`src/rtl/extin_pkg.sv`:
```
// Opcode and capture state enums, instruction and log word layout
package extin_pkg;

  // ****************************************
  // Word widths
  // ****************************************
  localparam int INST_W = 16;
  localparam int LOG_W  = 16;

  // Field widths, same in instruction and log words
  localparam int OP_W  = 2;
  localparam int TAG_W = 6;
  localparam int CNT_W = 8;

  // Field positions, bits 15:14 opcode, 13:8 tag, 7:0 count
  localparam int OP_LSB  = 14;
  localparam int TAG_LSB = 8;
  localparam int CNT_LSB = 0;

  // ****************************************
  // Opcodes
  // ****************************************
  typedef enum logic [OP_W-1:0] {
    OP_NOP     = 2'd0,
    OP_CAPTURE = 2'd1,
    OP_DROP    = 2'd2,
    // Reserved, executed and logged as OP_NOP
    OP_RSVD    = 2'd3
  } extin_op_e;

  // Capture engine states
  typedef enum logic [1:0] {
    IDLE = 2'd0,
    RUN  = 2'd1,
    LOG  = 2'd2
  } extin_state_e;

endpackage

```
`src/rtl/extin_ctrl_if.sv`:
```
// Control interface between register block and capture engine
`timescale 1ns/1ns

interface extin_ctrl_if (
  input logic clk
);

  // Engine is between instruction accept and log transfer
  logic busy;
  // Clear pending, no new instruction may start
  logic hold;
  // One pulse per captured word
  logic word_done;
  // Empties the output FIFO, one cycle
  logic flush;
  // Config register took a new value last cycle
  logic cfg_load;

  modport regs (
    input  busy,
    input  word_done,
    output hold,
    output flush,
    output cfg_load
  );

  modport engine (
    input  hold,
    input  cfg_load,
    output busy,
    output word_done
  );

endinterface

```
`src/rtl/extin_backend.sv`:
```
// External input backend top, register block, capture engine, output FIFO
`timescale 1ns/1ns

module extin_backend #(
  parameter int DATA_W         = 32,
  parameter int CFG_W          = 4,
  parameter int STS_W          = 4,
  parameter int OUT_FIFO_DEPTH = 8
) (
  input  logic                         clk,
  input  logic                         rst_n,
  // Register side
  input  logic [CFG_W-1:0]             cfg_in,
  input  logic [STS_W-1:0]             ext_sts,
  output logic [16+STS_W-1:0]          core_status,
  input  logic                         clear_req,
  output logic                         clear_finish,
  // Instruction stream
  input  logic                         inst_valid,
  input  logic [extin_pkg::INST_W-1:0] inst_data,
  output logic                         inst_ready,
  // External source
  output logic [CFG_W-1:0]             ext_cfg,
  input  logic                         ext_valid,
  input  logic [DATA_W-1:0]            ext_data,
  output logic                         ext_ready,
  // Captured data
  output logic                         out_valid,
  output logic [DATA_W-1:0]            out_data,
  input  logic                         out_ready,
  // Log entries
  output logic                         log_valid,
  output logic [extin_pkg::LOG_W-1:0]  log_data,
  input  logic                         log_ready,
  output logic                         op_finish
);

  logic              fifo_in_valid;
  logic [DATA_W-1:0] fifo_in_data;
  logic              fifo_in_ready;
  logic [STS_W-1:0]  status_sync;
  logic [15:0]       capture_count;

  extin_ctrl_if ctrl (.clk(clk));

  // Counter in the upper half, synchronized status below
  assign core_status = {capture_count, status_sync};

  extin_regs #(
    .CFG_W(CFG_W),
    .STS_W(STS_W)
  ) u_regs (
    .clk          (clk),
    .rst_n        (rst_n),
    .cfg_in       (cfg_in),
    .ext_cfg      (ext_cfg),
    .ext_sts      (ext_sts),
    .status_sync  (status_sync),
    .capture_count(capture_count),
    .clear_req    (clear_req),
    .clear_finish (clear_finish),
    .ctrl         (ctrl.regs)
  );

  extin_capture #(
    .DATA_W(DATA_W)
  ) u_capture (
    .clk       (clk),
    .rst_n     (rst_n),
    .inst_valid(inst_valid),
    .inst_data (inst_data),
    .inst_ready(inst_ready),
    .ext_valid (ext_valid),
    .ext_data  (ext_data),
    .ext_ready (ext_ready),
    .fifo_valid(fifo_in_valid),
    .fifo_data (fifo_in_data),
    .fifo_ready(fifo_in_ready),
    .log_valid (log_valid),
    .log_data  (log_data),
    .log_ready (log_ready),
    .op_finish (op_finish),
    .ctrl      (ctrl.engine)
  );

  extin_fifo #(
    .DATA_W        (DATA_W),
    .OUT_FIFO_DEPTH(OUT_FIFO_DEPTH)
  ) u_out_fifo (
    .clk      (clk),
    .rst_n    (rst_n),
    .flush    (ctrl.flush),
    .in_valid (fifo_in_valid),
    .in_data  (fifo_in_data),
    .in_ready (fifo_in_ready),
    .out_valid(out_valid),
    .out_data (out_data),
    .out_ready(out_ready)
  );

endmodule

```
`src/rtl/extin_capture.sv`:
```
// Instruction driven capture engine, moves or drops words and writes log
`timescale 1ns/1ns

module extin_capture #(
  parameter int DATA_W = 32
) (
  input  logic                         clk,
  input  logic                         rst_n,
  input  logic                         inst_valid,
  input  logic [extin_pkg::INST_W-1:0] inst_data,
  output logic                         inst_ready,
  input  logic                         ext_valid,
  input  logic [DATA_W-1:0]            ext_data,
  output logic                         ext_ready,
  output logic                         fifo_valid,
  output logic [DATA_W-1:0]            fifo_data,
  input  logic                         fifo_ready,
  output logic                         log_valid,
  output logic [extin_pkg::LOG_W-1:0]  log_data,
  input  logic                         log_ready,
  output logic                         op_finish,
  extin_ctrl_if.engine                 ctrl
);

  extin_pkg::extin_state_e           state;
  extin_pkg::extin_op_e              op;
  extin_pkg::extin_op_e              op_dec;
  logic [extin_pkg::TAG_W-1:0]       tag;
  logic [extin_pkg::TAG_W-1:0]       tag_dec;
  logic [extin_pkg::CNT_W-1:0]       cnt_dec;
  logic [extin_pkg::CNT_W-1:0]       cnt_total;
  logic [extin_pkg::CNT_W-1:0]       cnt_done;
  logic                              inst_fire;
  logic                              ext_fire;
  logic                              last_word;

  // ****************************************
  // Instruction decode
  // ****************************************
  always_comb begin
    op_dec = extin_pkg::extin_op_e'(inst_data[extin_pkg::OP_LSB +: extin_pkg::OP_W]);
    // Reserved code runs as NOP
    if (op_dec == extin_pkg::OP_RSVD) begin
      op_dec = extin_pkg::OP_NOP;
    end
  end

  assign tag_dec = inst_data[extin_pkg::TAG_LSB +: extin_pkg::TAG_W];
  assign cnt_dec = inst_data[extin_pkg::CNT_LSB +: extin_pkg::CNT_W];

  // Start only once the source has seen a settled config
  assign inst_ready = (state == extin_pkg::IDLE) && !ctrl.hold && !ctrl.cfg_load;
  assign inst_fire  = inst_valid && inst_ready;

  // ****************************************
  // External stream
  // ****************************************
  assign ext_ready = (state == extin_pkg::RUN) &&
                     ((op == extin_pkg::OP_DROP) || fifo_ready);
  assign ext_fire  = ext_valid && ext_ready;
  assign last_word = (cnt_done == cnt_total - 1'b1);

  // Words reach the FIFO only for capture
  assign fifo_valid = (state == extin_pkg::RUN) && (op == extin_pkg::OP_CAPTURE) && ext_valid;
  assign fifo_data  = ext_data;

  // ****************************************
  // Sequencing
  // ****************************************
  always_ff @(posedge clk or negedge rst_n) begin
    if (!rst_n) begin
      state    <= extin_pkg::IDLE;
      op       <= extin_pkg::OP_NOP;
      cnt_done <= '0;
    end else begin
      case (state)
        extin_pkg::IDLE: begin
          if (inst_fire) begin
            op       <= op_dec;
            cnt_done <= '0;
            // Nothing to move, go straight to the log entry
            if ((op_dec == extin_pkg::OP_NOP) || (cnt_dec == '0)) begin
              state <= extin_pkg::LOG;
            end else begin
              state <= extin_pkg::RUN;
            end
          end
        end
        extin_pkg::RUN: begin
          if (ext_fire) begin
            cnt_done <= cnt_done + 1'b1;
            if (last_word) begin
              state <= extin_pkg::LOG;
            end
          end
        end
        extin_pkg::LOG: begin
          if (log_ready) begin
            state <= extin_pkg::IDLE;
          end
        end
        default: state <= extin_pkg::IDLE;
      endcase
    end
  end

  // Tag and word count of the running instruction
  always_ff @(posedge clk) begin
    if (inst_fire) begin
      tag       <= tag_dec;
      cnt_total <= cnt_dec;
    end
  end

  // ****************************************
  // Log and control outputs
  // ****************************************
  assign log_valid = (state == extin_pkg::LOG);
  assign log_data  = {op, tag, cnt_done};
  assign op_finish = log_valid && log_ready;

  assign ctrl.busy      = (state != extin_pkg::IDLE);
  assign ctrl.word_done = ext_fire && (op == extin_pkg::OP_CAPTURE);

endmodule

```
`src/rtl/extin_fifo.sv`:
```
// Synchronous circular FIFO with valid/ready on both sides and flush
`timescale 1ns/1ns

module extin_fifo #(
  parameter int DATA_W         = 32,
  parameter int OUT_FIFO_DEPTH = 8
) (
  input  logic              clk,
  input  logic              rst_n,
  input  logic              flush,
  input  logic              in_valid,
  input  logic [DATA_W-1:0] in_data,
  output logic              in_ready,
  output logic              out_valid,
  output logic [DATA_W-1:0] out_data,
  input  logic              out_ready
);

  localparam int PTR_W = (OUT_FIFO_DEPTH > 1) ? $clog2(OUT_FIFO_DEPTH) : 1;
  localparam int CNT_W = $clog2(OUT_FIFO_DEPTH + 1);

  logic [DATA_W-1:0] mem [OUT_FIFO_DEPTH];
  logic [PTR_W-1:0]  wr_ptr;
  logic [PTR_W-1:0]  rd_ptr;
  logic [CNT_W-1:0]  count;
  logic              push;
  logic              pop;

  assign in_ready  = (count != CNT_W'(OUT_FIFO_DEPTH));
  assign out_valid = (count != '0);
  assign out_data  = mem[rd_ptr];

  assign push = in_valid && in_ready;
  assign pop  = out_valid && out_ready;

  // Storage
  always_ff @(posedge clk) begin
    if (push) begin
      mem[wr_ptr] <= in_data;
    end
  end

  // Pointers wrap at the depth, which need not be a power of two
  always_ff @(posedge clk or negedge rst_n) begin
    if (!rst_n) begin
      wr_ptr <= '0;
      rd_ptr <= '0;
      count  <= '0;
    end else if (flush) begin
      wr_ptr <= '0;
      rd_ptr <= '0;
      count  <= '0;
    end else begin
      if (push) begin
        wr_ptr <= (wr_ptr == PTR_W'(OUT_FIFO_DEPTH - 1)) ? '0 : wr_ptr + 1'b1;
      end
      if (pop) begin
        rd_ptr <= (rd_ptr == PTR_W'(OUT_FIFO_DEPTH - 1)) ? '0 : rd_ptr + 1'b1;
      end
      if (push && !pop) begin
        count <= count + 1'b1;
      end else if (pop && !push) begin
        count <= count - 1'b1;
      end
    end
  end

endmodule

```
`src/rtl/extin_regs.sv`:
```
// Config hand-off, status synchronizer, capture counter, clear sequencer
`timescale 1ns/1ns

module extin_regs #(
  parameter int CFG_W = 4,
  parameter int STS_W = 4
) (
  input  logic             clk,
  input  logic             rst_n,
  input  logic [CFG_W-1:0] cfg_in,
  output logic [CFG_W-1:0] ext_cfg,
  input  logic [STS_W-1:0] ext_sts,
  output logic [STS_W-1:0] status_sync,
  output logic [15:0]      capture_count,
  input  logic             clear_req,
  output logic             clear_finish,
  extin_ctrl_if.regs       ctrl
);

  typedef enum logic [2:0] {
    CLR_IDLE    = 3'd0,
    CLR_WAIT    = 3'd1,
    CLR_FLUSH   = 3'd2,
    CLR_DONE    = 3'd3,
    CLR_RELEASE = 3'd4
  } clr_state_e;

  clr_state_e       clr_state;
  clr_state_e       clr_next;
  logic [STS_W-1:0] sts_meta;

  // ****************************************
  // Configuration and status
  // ****************************************

  // Config follows cfg_in only between instructions
  always_ff @(posedge clk or negedge rst_n) begin
    if (!rst_n) begin
      ext_cfg       <= '0;
      ctrl.cfg_load <= 1'b0;
    end else begin
      ctrl.cfg_load <= !ctrl.busy && (cfg_in != ext_cfg);
      if (!ctrl.busy) begin
        ext_cfg <= cfg_in;
      end
    end
  end

  // Two flop synchronizer for source status
  always_ff @(posedge clk or negedge rst_n) begin
    if (!rst_n) begin
      sts_meta    <= '0;
      status_sync <= '0;
    end else begin
      sts_meta    <= ext_sts;
      status_sync <= sts_meta;
    end
  end

  // Captured word counter, wraps at 16 bits
  always_ff @(posedge clk or negedge rst_n) begin
    if (!rst_n) begin
      capture_count <= '0;
    end else if (ctrl.flush) begin
      capture_count <= '0;
    end else if (ctrl.word_done) begin
      capture_count <= capture_count + 16'd1;
    end
  end

  // ****************************************
  // Clear sequencer
  // ****************************************
  always_comb begin
    clr_next = clr_state;
    case (clr_state)
      CLR_IDLE:    if (clear_req) clr_next = CLR_WAIT;
      // Let a running instruction finish first
      CLR_WAIT:    if (!ctrl.busy) clr_next = CLR_FLUSH;
      CLR_FLUSH:   clr_next = CLR_DONE;
      CLR_DONE:    clr_next = CLR_RELEASE;
      // Request is a level, wait for it to drop
      CLR_RELEASE: if (!clear_req) clr_next = CLR_IDLE;
      default:     clr_next = CLR_IDLE;
    endcase
  end

  always_ff @(posedge clk or negedge rst_n) begin
    if (!rst_n) begin
      clr_state <= CLR_IDLE;
    end else begin
      clr_state <= clr_next;
    end
  end

  assign ctrl.hold    = (clr_state == CLR_WAIT) || (clr_state == CLR_FLUSH) ||
                        (clr_state == CLR_DONE);
  assign ctrl.flush   = (clr_state == CLR_FLUSH);
  assign clear_finish = (clr_state == CLR_DONE);

endmodule

```
`config.mk`:
```
export PLATFORM = sky130hd
export DESIGN_NAME = extin_backend
export DESIGN_NICKNAME = d
export VERILOG_FILES = /design/src/rtl/extin_pkg.sv /design/src/rtl/extin_ctrl_if.sv /design/src/rtl/extin_backend.sv /design/src/rtl/extin_capture.sv /design/src/rtl/extin_fifo.sv /design/src/rtl/extin_regs.sv
export SDC_FILE = /design/constraint.sdc
export NUM_CORES = 1
export LEC_CHECK = 0
export BUFFER_PORTS_ARGS = -buffer_cell sky130_fd_sc_hd__buf_4
export CAP_MARGIN = 20
export CORE_ASPECT_RATIO = 0.9
export CORE_MARGIN = 4
export CORE_UTILIZATION = 38
export DETAILED_ROUTE_END_ITERATION = 8
export PLACE_DENSITY = 0.67
export SETUP_SLACK_MARGIN = 0.05
export SLEW_MARGIN = 20
export SYNTH_ARGS = -nofsm -noshare
export SYNTH_HDL_FRONTEND = slang
export SYNTH_HIERARCHICAL = 1
export SYNTH_SLANG_ARGS = --single-unit
```
`constraint.sdc`:
```
create_clock -name clk -period 6.1 [get_ports clk]
set_clock_uncertainty 0.15 [all_clocks]
set_input_delay 1.525 -clock clk [delete_from_list [all_inputs] [get_ports clk]]
set_output_delay 1.525 -clock clk [all_outputs]
set_load 0.02 [all_outputs]
```
**Yosys cells after proc, flatten, opt, wreduce, memory -nomap -nowiden**

Memory sizes are Yosys's and may differ from the RTL's.
Index checks and enable logic that the tools add are counted.

- Add/sub/neg operators: 7
- Eq/ne operators: 21
- Muxes and demuxes: 27
- Reductions and logical operators: 38

Operator list:

| operator | count |
|---|---|
| 16-bit 2-to-1 mux | 2 |
| 3-bit 2-to-1 mux | 9 |
| 16-bit by 1-bit adder with 16-bit output, second input constant | 1 |
| 8-bit 2-to-1 mux | 2 |
| 8-bit one-hot mux with 2 select lines | 1 |
| 3-bit one-hot mux with 5 select lines | 1 |
| 1-bit logical AND | 14 |
| 2-bit 2-to-1 mux | 6 |
| 4-bit 2-to-1 mux | 3 |
| 2-bit nonzero test | 5 |
| 3-bit == test, second input constant | 3 |
| 8-bit by 1-bit adder with 8-bit output, second input constant | 1 |
| 8-bit == test | 1 |
| 8-bit logical NOT | 1 |
| 2-bit != test, second input constant | 4 |
| 8-bit by 1-bit subtractor with 8-bit output, second input constant | 1 |
| 3-bit by 1-bit adder with 3-bit output, second input constant | 2 |
| 2-bit == test, second input constant | 3 |
| 3-bit by 2-bit == test with 1-bit output, second input constant | 2 |
| 2-bit by 1-bit != test with 1-bit output, second input constant | 3 |
| 2-bit one-hot mux with 3 select lines | 1 |
| 3-bit AND reduction | 2 |
| 1-bit logical NOT | 5 |
| 4-bit by 1-bit adder with 4-bit output, second input constant | 1 |
| other kinds (13) | 19 |

- Bits in registers: 68
- Bits in writable memories: 256
- Input port bits: 63
- Word-level logic and storage cells: 108
- Memories: 1

Memory list:

| name | words | bits a word | rd ports | clocked after memory_dff | write ports | line | source |
|---|---|---|---|---|---|---|---|
| u_out_fifo.mem | 8 | 32 | 1 | 0 | 1 | extin_fifo.sv:22 | `logic [DATA_W-1:0] mem [OUT_FIFO_DEPTH];` |

**Logic depth before layout (Yosys ltp)**

- Depth after elaboration: 9
- Depth in mapped cells: 11

**Modules after synthesis**

The synthesis kept the hierarchy.

By module, submodules not included:

| module | times used | cells an instance | area each (sq um) |
|---|---|---|---|
| extin_fifo | 1 | 453 | 10,411.2 |
| extin_capture | 1 | 165 | 1,707.9 |
| extin_regs | 1 | 123 | 1,370.1 |

**Worst setup path after synthesis**

OpenSTA, ideal clock, no wires.

- Path kind: input port to flip-flop
- From: in ext_valid
- To: mem u_out_fifo.mem[0][0], enable pin
- Library setup time: 0.501 ns
- Data arrival time: 5.153 ns
- Data required time: 5.449 ns
- Setup slack: 0.295 ns
- Stages: 5
- Path buffers: 1
- Path through: nand3b_1 > nor2_1 > buf_2 > nand2_8 > nor4_1

- Cells in the longest elaborated chain, start to end: 4

Ends and longest elaborated chain:

| what | line | source |
|---|---|---|
| from (decl) | extin_backend.sv:24 | `input logic ext_valid,` |
| 1-bit logical AND | extin_capture.sv:64 | `assign fifo_valid = (state == extin_pkg::RUN) && (op == extin_pkg::OP_CAPTURE) && ext_valid;` |
| named net fifo_in_valid | extin_backend.sv:38 | `logic fifo_in_valid;` |
| 1-bit logical AND | extin_fifo.sv:33 | `assign push = in_valid && in_ready;` |
| 1-bit 2-to-1 mux | extin_fifo.sv:38 | `if (push) begin` |
| 1-bit 2-to-1 mux (not written as such) | extin_fifo.sv:39 | `mem[wr_ptr] <= in_data;` |
| to (decl) | extin_fifo.sv:22 |  |

The timed path passes the listed nets, and every way through them passes these cells.

**Worst setup path in the final report**

- From: reg u_out_fifo.rd_ptr[0]
- To: out out_data[19]

- Cells in the longest elaborated chain, start to end: 1

Ends and longest elaborated chain:

| what | line | source |
|---|---|---|
| from (decl) | extin_fifo.sv:24 | `logic [PTR_W-1:0] rd_ptr;` |
| from (signal assigned) | extin_fifo.sv:58 | `rd_ptr <= (rd_ptr == PTR_W'(OUT_FIFO_DEPTH - 1)) ? '0 : rd_ptr + 1'b1;` |
| memory 8 x 32 bit | - |  |
| to (decl) | extin_backend.sv:29 | `output logic [DATA_W-1:0] out_data,` |

No other way between the ends.

==> parameters.txt <==
Parameter                              Value

Drt
  Antenna violation net count after detailed routing ... 0
  Initial DRT Pass Iterations ... 4
  Post-route DRC violation count ... 0
  Routed WL per cell ... between 15 and 20 um
  Vias per cell ... around 5.0
  Iter 0 DRT Violations ... between 300 and 400
  Final wirelength ... between 20000 and 30000 um
  Count of vias placed by the detailed router ... approximately 6800

Logic synthesis
  Synth top area share ... 60.1%
  EDFF count, synth ... 270
  Syn. warnings ... 6
  Main synth FF type ... sky130_fd_sc_hd__edfxtp_1
  Cell taking the most area after synthesis ... sky130_fd_sc_hd__edfxtp_1
  Async S/R FF share, synth ... 16.7%
  Cell area after synthesis ... ~0.013 mm^2
  Seq/Total Area, Yosys ... 70.1%
  Distinct cell type count of the synthesized netlist ... 64
  Number of nets in the synthesized netlist ... 816
  Average cell area after synthesis ... 18.2 um^2
  Most area-consuming cells after synthesis ... sky130_fd_sc_hd__edfxtp_1, sky130_fd_sc_hd__mux4_2, sky130_fd_sc_hd__dfrtp_1, sky130_fd_sc_hd__mux2_2, sky130_fd_sc_hd__buf_4
  Number of storage elements in the synthesis netlist ... 324
  Mapped Cells ... 741

Layout
  # diodes ... 0
  Relative area change from synthesis to final layout ... 17.9%
  Number of nets in the layout ... 944
  Final cell count without fillers ... 1355
  Proportion of layout cells with a drive suffix above 1 ... 37.9%
  Fillers ... 2980
  Final Cell Area ... 0.0159 mm^2

Timing
  Top achievable clock speed ... between 200 and 250 MHz
  Number of max-slew violations in the final report ... 0
  Worst slew margin relative to its limit ... 32.8%
  # setup viols final ... 0
  Final Critical Period ... 4.55 ns
  Final Cycle Share ... 74.7%
  Final sum of negative setup slack ... 0 ns
  Count of endpoints failing hold in the final timing report ... 0
  Setup repair after global routing missed its margin ... false
  Slew at the pin closest to its max-slew limit ... slightly above 1 ns

CTS
  Reg clk slew, reported paths ... 0.06 ns
  Clock buffer count from CTS ... 35
  Later-pin clock latency in the skew report ... between 0.5 and 0.6 ns
  Post_cts resized ... 0
  H-tree levels ... 2
  Root cell of the clock tree ... sky130_fd_sc_hd__clkbuf_16
  TritonCTS clock tree ... yes
  Total clock sinks ... 324
  Clock buffer depth ... 3
  Total setup buffers inserted after CTS ... 0
  Quantity of hold-fixing buffers added after cts ... 0

Power
  Leakage Power ... 0.00554 uW
  Power, Total ... 6800 uW
  Worst vdd rail ir drop ... slightly below 0.3 mV
  Pwr Density ... 428 mW/mm^2

Floorplan
  Die height ... 187 um
  Std-Cell Core Area ... 0.0351 mm^2
  Count of pins on the block boundary ... 141
  Area enclosed by the die boundary ... ~0.039 mm^2
  Initial Util ... 38.5%
  Std cell rows ... between 60 and 70
  Die width ... 207 um

GRT
  First-pass GRT wire length ... 41800 um
  Maximum number of pins on one net before global-route repair ... 67
  GRT overflow ... 0
  All-layer global routing usage ... 13.8%
  Initial antenna violation count ... 1
  Number of global-route vias before repair ... ~7000

Placement
  Half-perimeter wire length of the detailed placement result ... 16300 um
  Number of input and output port buffers inserted ... 140
  Placed Instances ... 1300
  Placed instance area ... 0.0149 mm^2
  Routability-driven placement congestion ratio ... 0.794

Min path
  Worst min-delay path endpoint ... u_regs/status_sync[2]$_DFF_PN0_
  Worst min-delay path startpoint ... u_regs/sts_meta[2]$_DFF_PN0_
  Number of instances on the worst hold path ... 0
  Classification of the worst-slack hold path ... reg2reg

Setup path
  Terminus of the critical flop-to-flop path ... u_regs/capture_count[6]$_DFFE_PN0P_
  Reg2Reg Setup Slack ... ~3.0 ns
  Classification of the worst setup path ... reg2out
  CP endpoint kind ... output port
  Arrival @ worst endpoint ... 2.88 ns
  Startpoint class of the critical path ... flop
  Cell count of the worst reg-to-reg path ... 6
  Data required time of the critical path ... roughly 4.4 ns
  Origin of the critical flop-to-flop path ... u_out_fifo/count[0]$_DFFE_PN0P_
  Worst-path fanout max ... 40

Flow run
  MaxCap Viol Count ... 0

Outcome
  Outcome ... completed
==> critical path, stage by stage, from the launching register on <==
cell                      delay [ns]
sky130_fd_sc_hd__dfrtp_4        0.94
sky130_fd_sc_hd__buf_4          0.43
sky130_fd_sc_hd__mux4_2         0.54
sky130_fd_sc_hd__mux2_2         0.28
sky130_fd_sc_hd__buf_4          0.16
==> synthesized netlist by cell type, drive strengths merged, types with 2 or more instances <==
cell type	instances
a31oi	2
mux2i	8
nor3b	3
nand2b	7
edfxtp	270
nor4	5
buf	55
mux4	64
a211oi	5
mux2	39
or4b	2
nand2	16
a41oi	2
or3	6
nand3	13
a21oi	13
nand4	6
and3	2
dfrtp	54
nor3	14
a31o	3
ha	11
nand3b	3
xor2	4
o21ai	11
o41ai	2
and4	3
nor2b	4
nor2	40
xnor2	27
clkbuf	12
a2111oi	4
and2	3
inv	15
==> where the power goes <==
part / switching [uW] / internal, uW / leakage, uW
Clock: 778 / 1090 / 0.000483
Sequential: 395 / 2550 / 0.00312
Combinational: 915 / 1070 / 0.00193
Total: 2090 / 4710 / 0.00554
==> kinds of logic (layout without fill, tap and decap cells) <==
| kind of cell | Yosys count | after routing | share of synthesized area, % |
|---|---|---|---|
| adders and majority gates | 12 | 12 | 1.17 |
| DFF | 324 | 324 | 70.1 |
| muxes | 111 | 111 | 14.6 |
| buffers and inverters | 82 | 227 | 3.71 |
| AOI/OAI and AO/OA | 49 | 49 | 2.96 |
| and+or+nand+nor | 132 | 132 | 5.46 |
| xor gates and xnor gates | 31 | 31 | 2.01 |
==> layer usage <==
metal | GRT usage, % | vias to the layer above | routed length (um)
met4 | 3.61 | 2 | 472
met2 | 21.5 | 154 | 12400
met5 | 0 | - | 13
li1 | - | 3134 | -
met1 | 19.7 | 3503 | 11800
met3 | 3.27 | 38 | 1470
==> layout by cell type, fill, tap and decap left out, types with 11 or more instances in the layout <==
master                      netlist  routed
sky130_fd_sc_hd__inv_1           15      15
sky130_fd_sc_hd__mux4_2          64      64
sky130_fd_sc_hd__dfrtp_1         54      51
sky130_fd_sc_hd__nor2_1          40      37
sky130_fd_sc_hd__nand2_1         12      12
sky130_fd_sc_hd__clkbuf_16        0      35
sky130_fd_sc_hd__nand3_1         12      12
sky130_fd_sc_hd__edfxtp_1       270     270
sky130_fd_sc_hd__mux2_2          38      38
sky130_fd_sc_hd__buf_4           34     156
sky130_fd_sc_hd__ha_1            11      11
sky130_fd_sc_hd__xnor2_1         27      27
==> sequential cells by signal, indices dropped and copies added, names as in the netlist, 2 cells and up <==
signal,flops
u_regs/status_sync,4
u_capture/cnt_done,8
u_capture/op,2
u_capture/cnt_total,8
u_regs/sts_meta,4
u_out_fifo/count,4
u_capture/state,2
u_regs/ext_cfg,4
u_regs/clr_state,3
u_capture/tag,6
u_regs/capture_count,16
u_out_fifo/rd_ptr,3
u_out_fifo/mem,256
u_out_fifo/wr_ptr,3
==> worst max-delay path by stage <==
| stage | startpoint | endpoint | cells past startpoint |
|---|---|---|---|
| floorplan | ext_valid | u_out_fifo/mem[0][0]$_DFFE_PP_ | 5 |
| global placement | u_out_fifo/rd_ptr[0]$_DFFE_PN0P_ | out_data[21] | 4 |
| detailed placement | u_out_fifo/rd_ptr[0]$_DFFE_PN0P_ | out_data[21] | 4 |
| CTS | u_out_fifo/rd_ptr[0]$_DFFE_PN0P_ | out_data[21] | 4 |
| global route | u_out_fifo/rd_ptr[0]$_DFFE_PN0P_ | out_data[19] | 4 |
| finish | u_out_fifo/rd_ptr[0]$_DFFE_PN0P_ | out_data[19] | 4 |
==> layout make-up <==
class	instances	area [um^2]	share of cell area [%]
Sequential cell	324	9470	59.5
Multi-Input combinational cell	335	3580	22.5
Timing Repair Buffer	158	1220	7.66
Clock buffer	45	913	5.74
Tap cell	469	587	3.69
Clock inverter	9	75.1	0.472
Inverter	15	56.3	0.354
==> metrics by stage <==
| step | util, % | hold WS (ns) | setup WS, ns |
|---|---|---|---|
| after floorplan | - | 0.181 | 0.295 |
| after global placement | 42.4 | 0.185 | 2.00 |
| after detailed placement | 42.5 | 0.191 | 1.99 |
| after CTS | 45.3 | 0.202 | 1.43 |
| after global routing | 45.4 | 0.205 | 1.30 |
| final | 45.4 | 0.200 | 1.55 |
(Power assumes the default switching activity.)
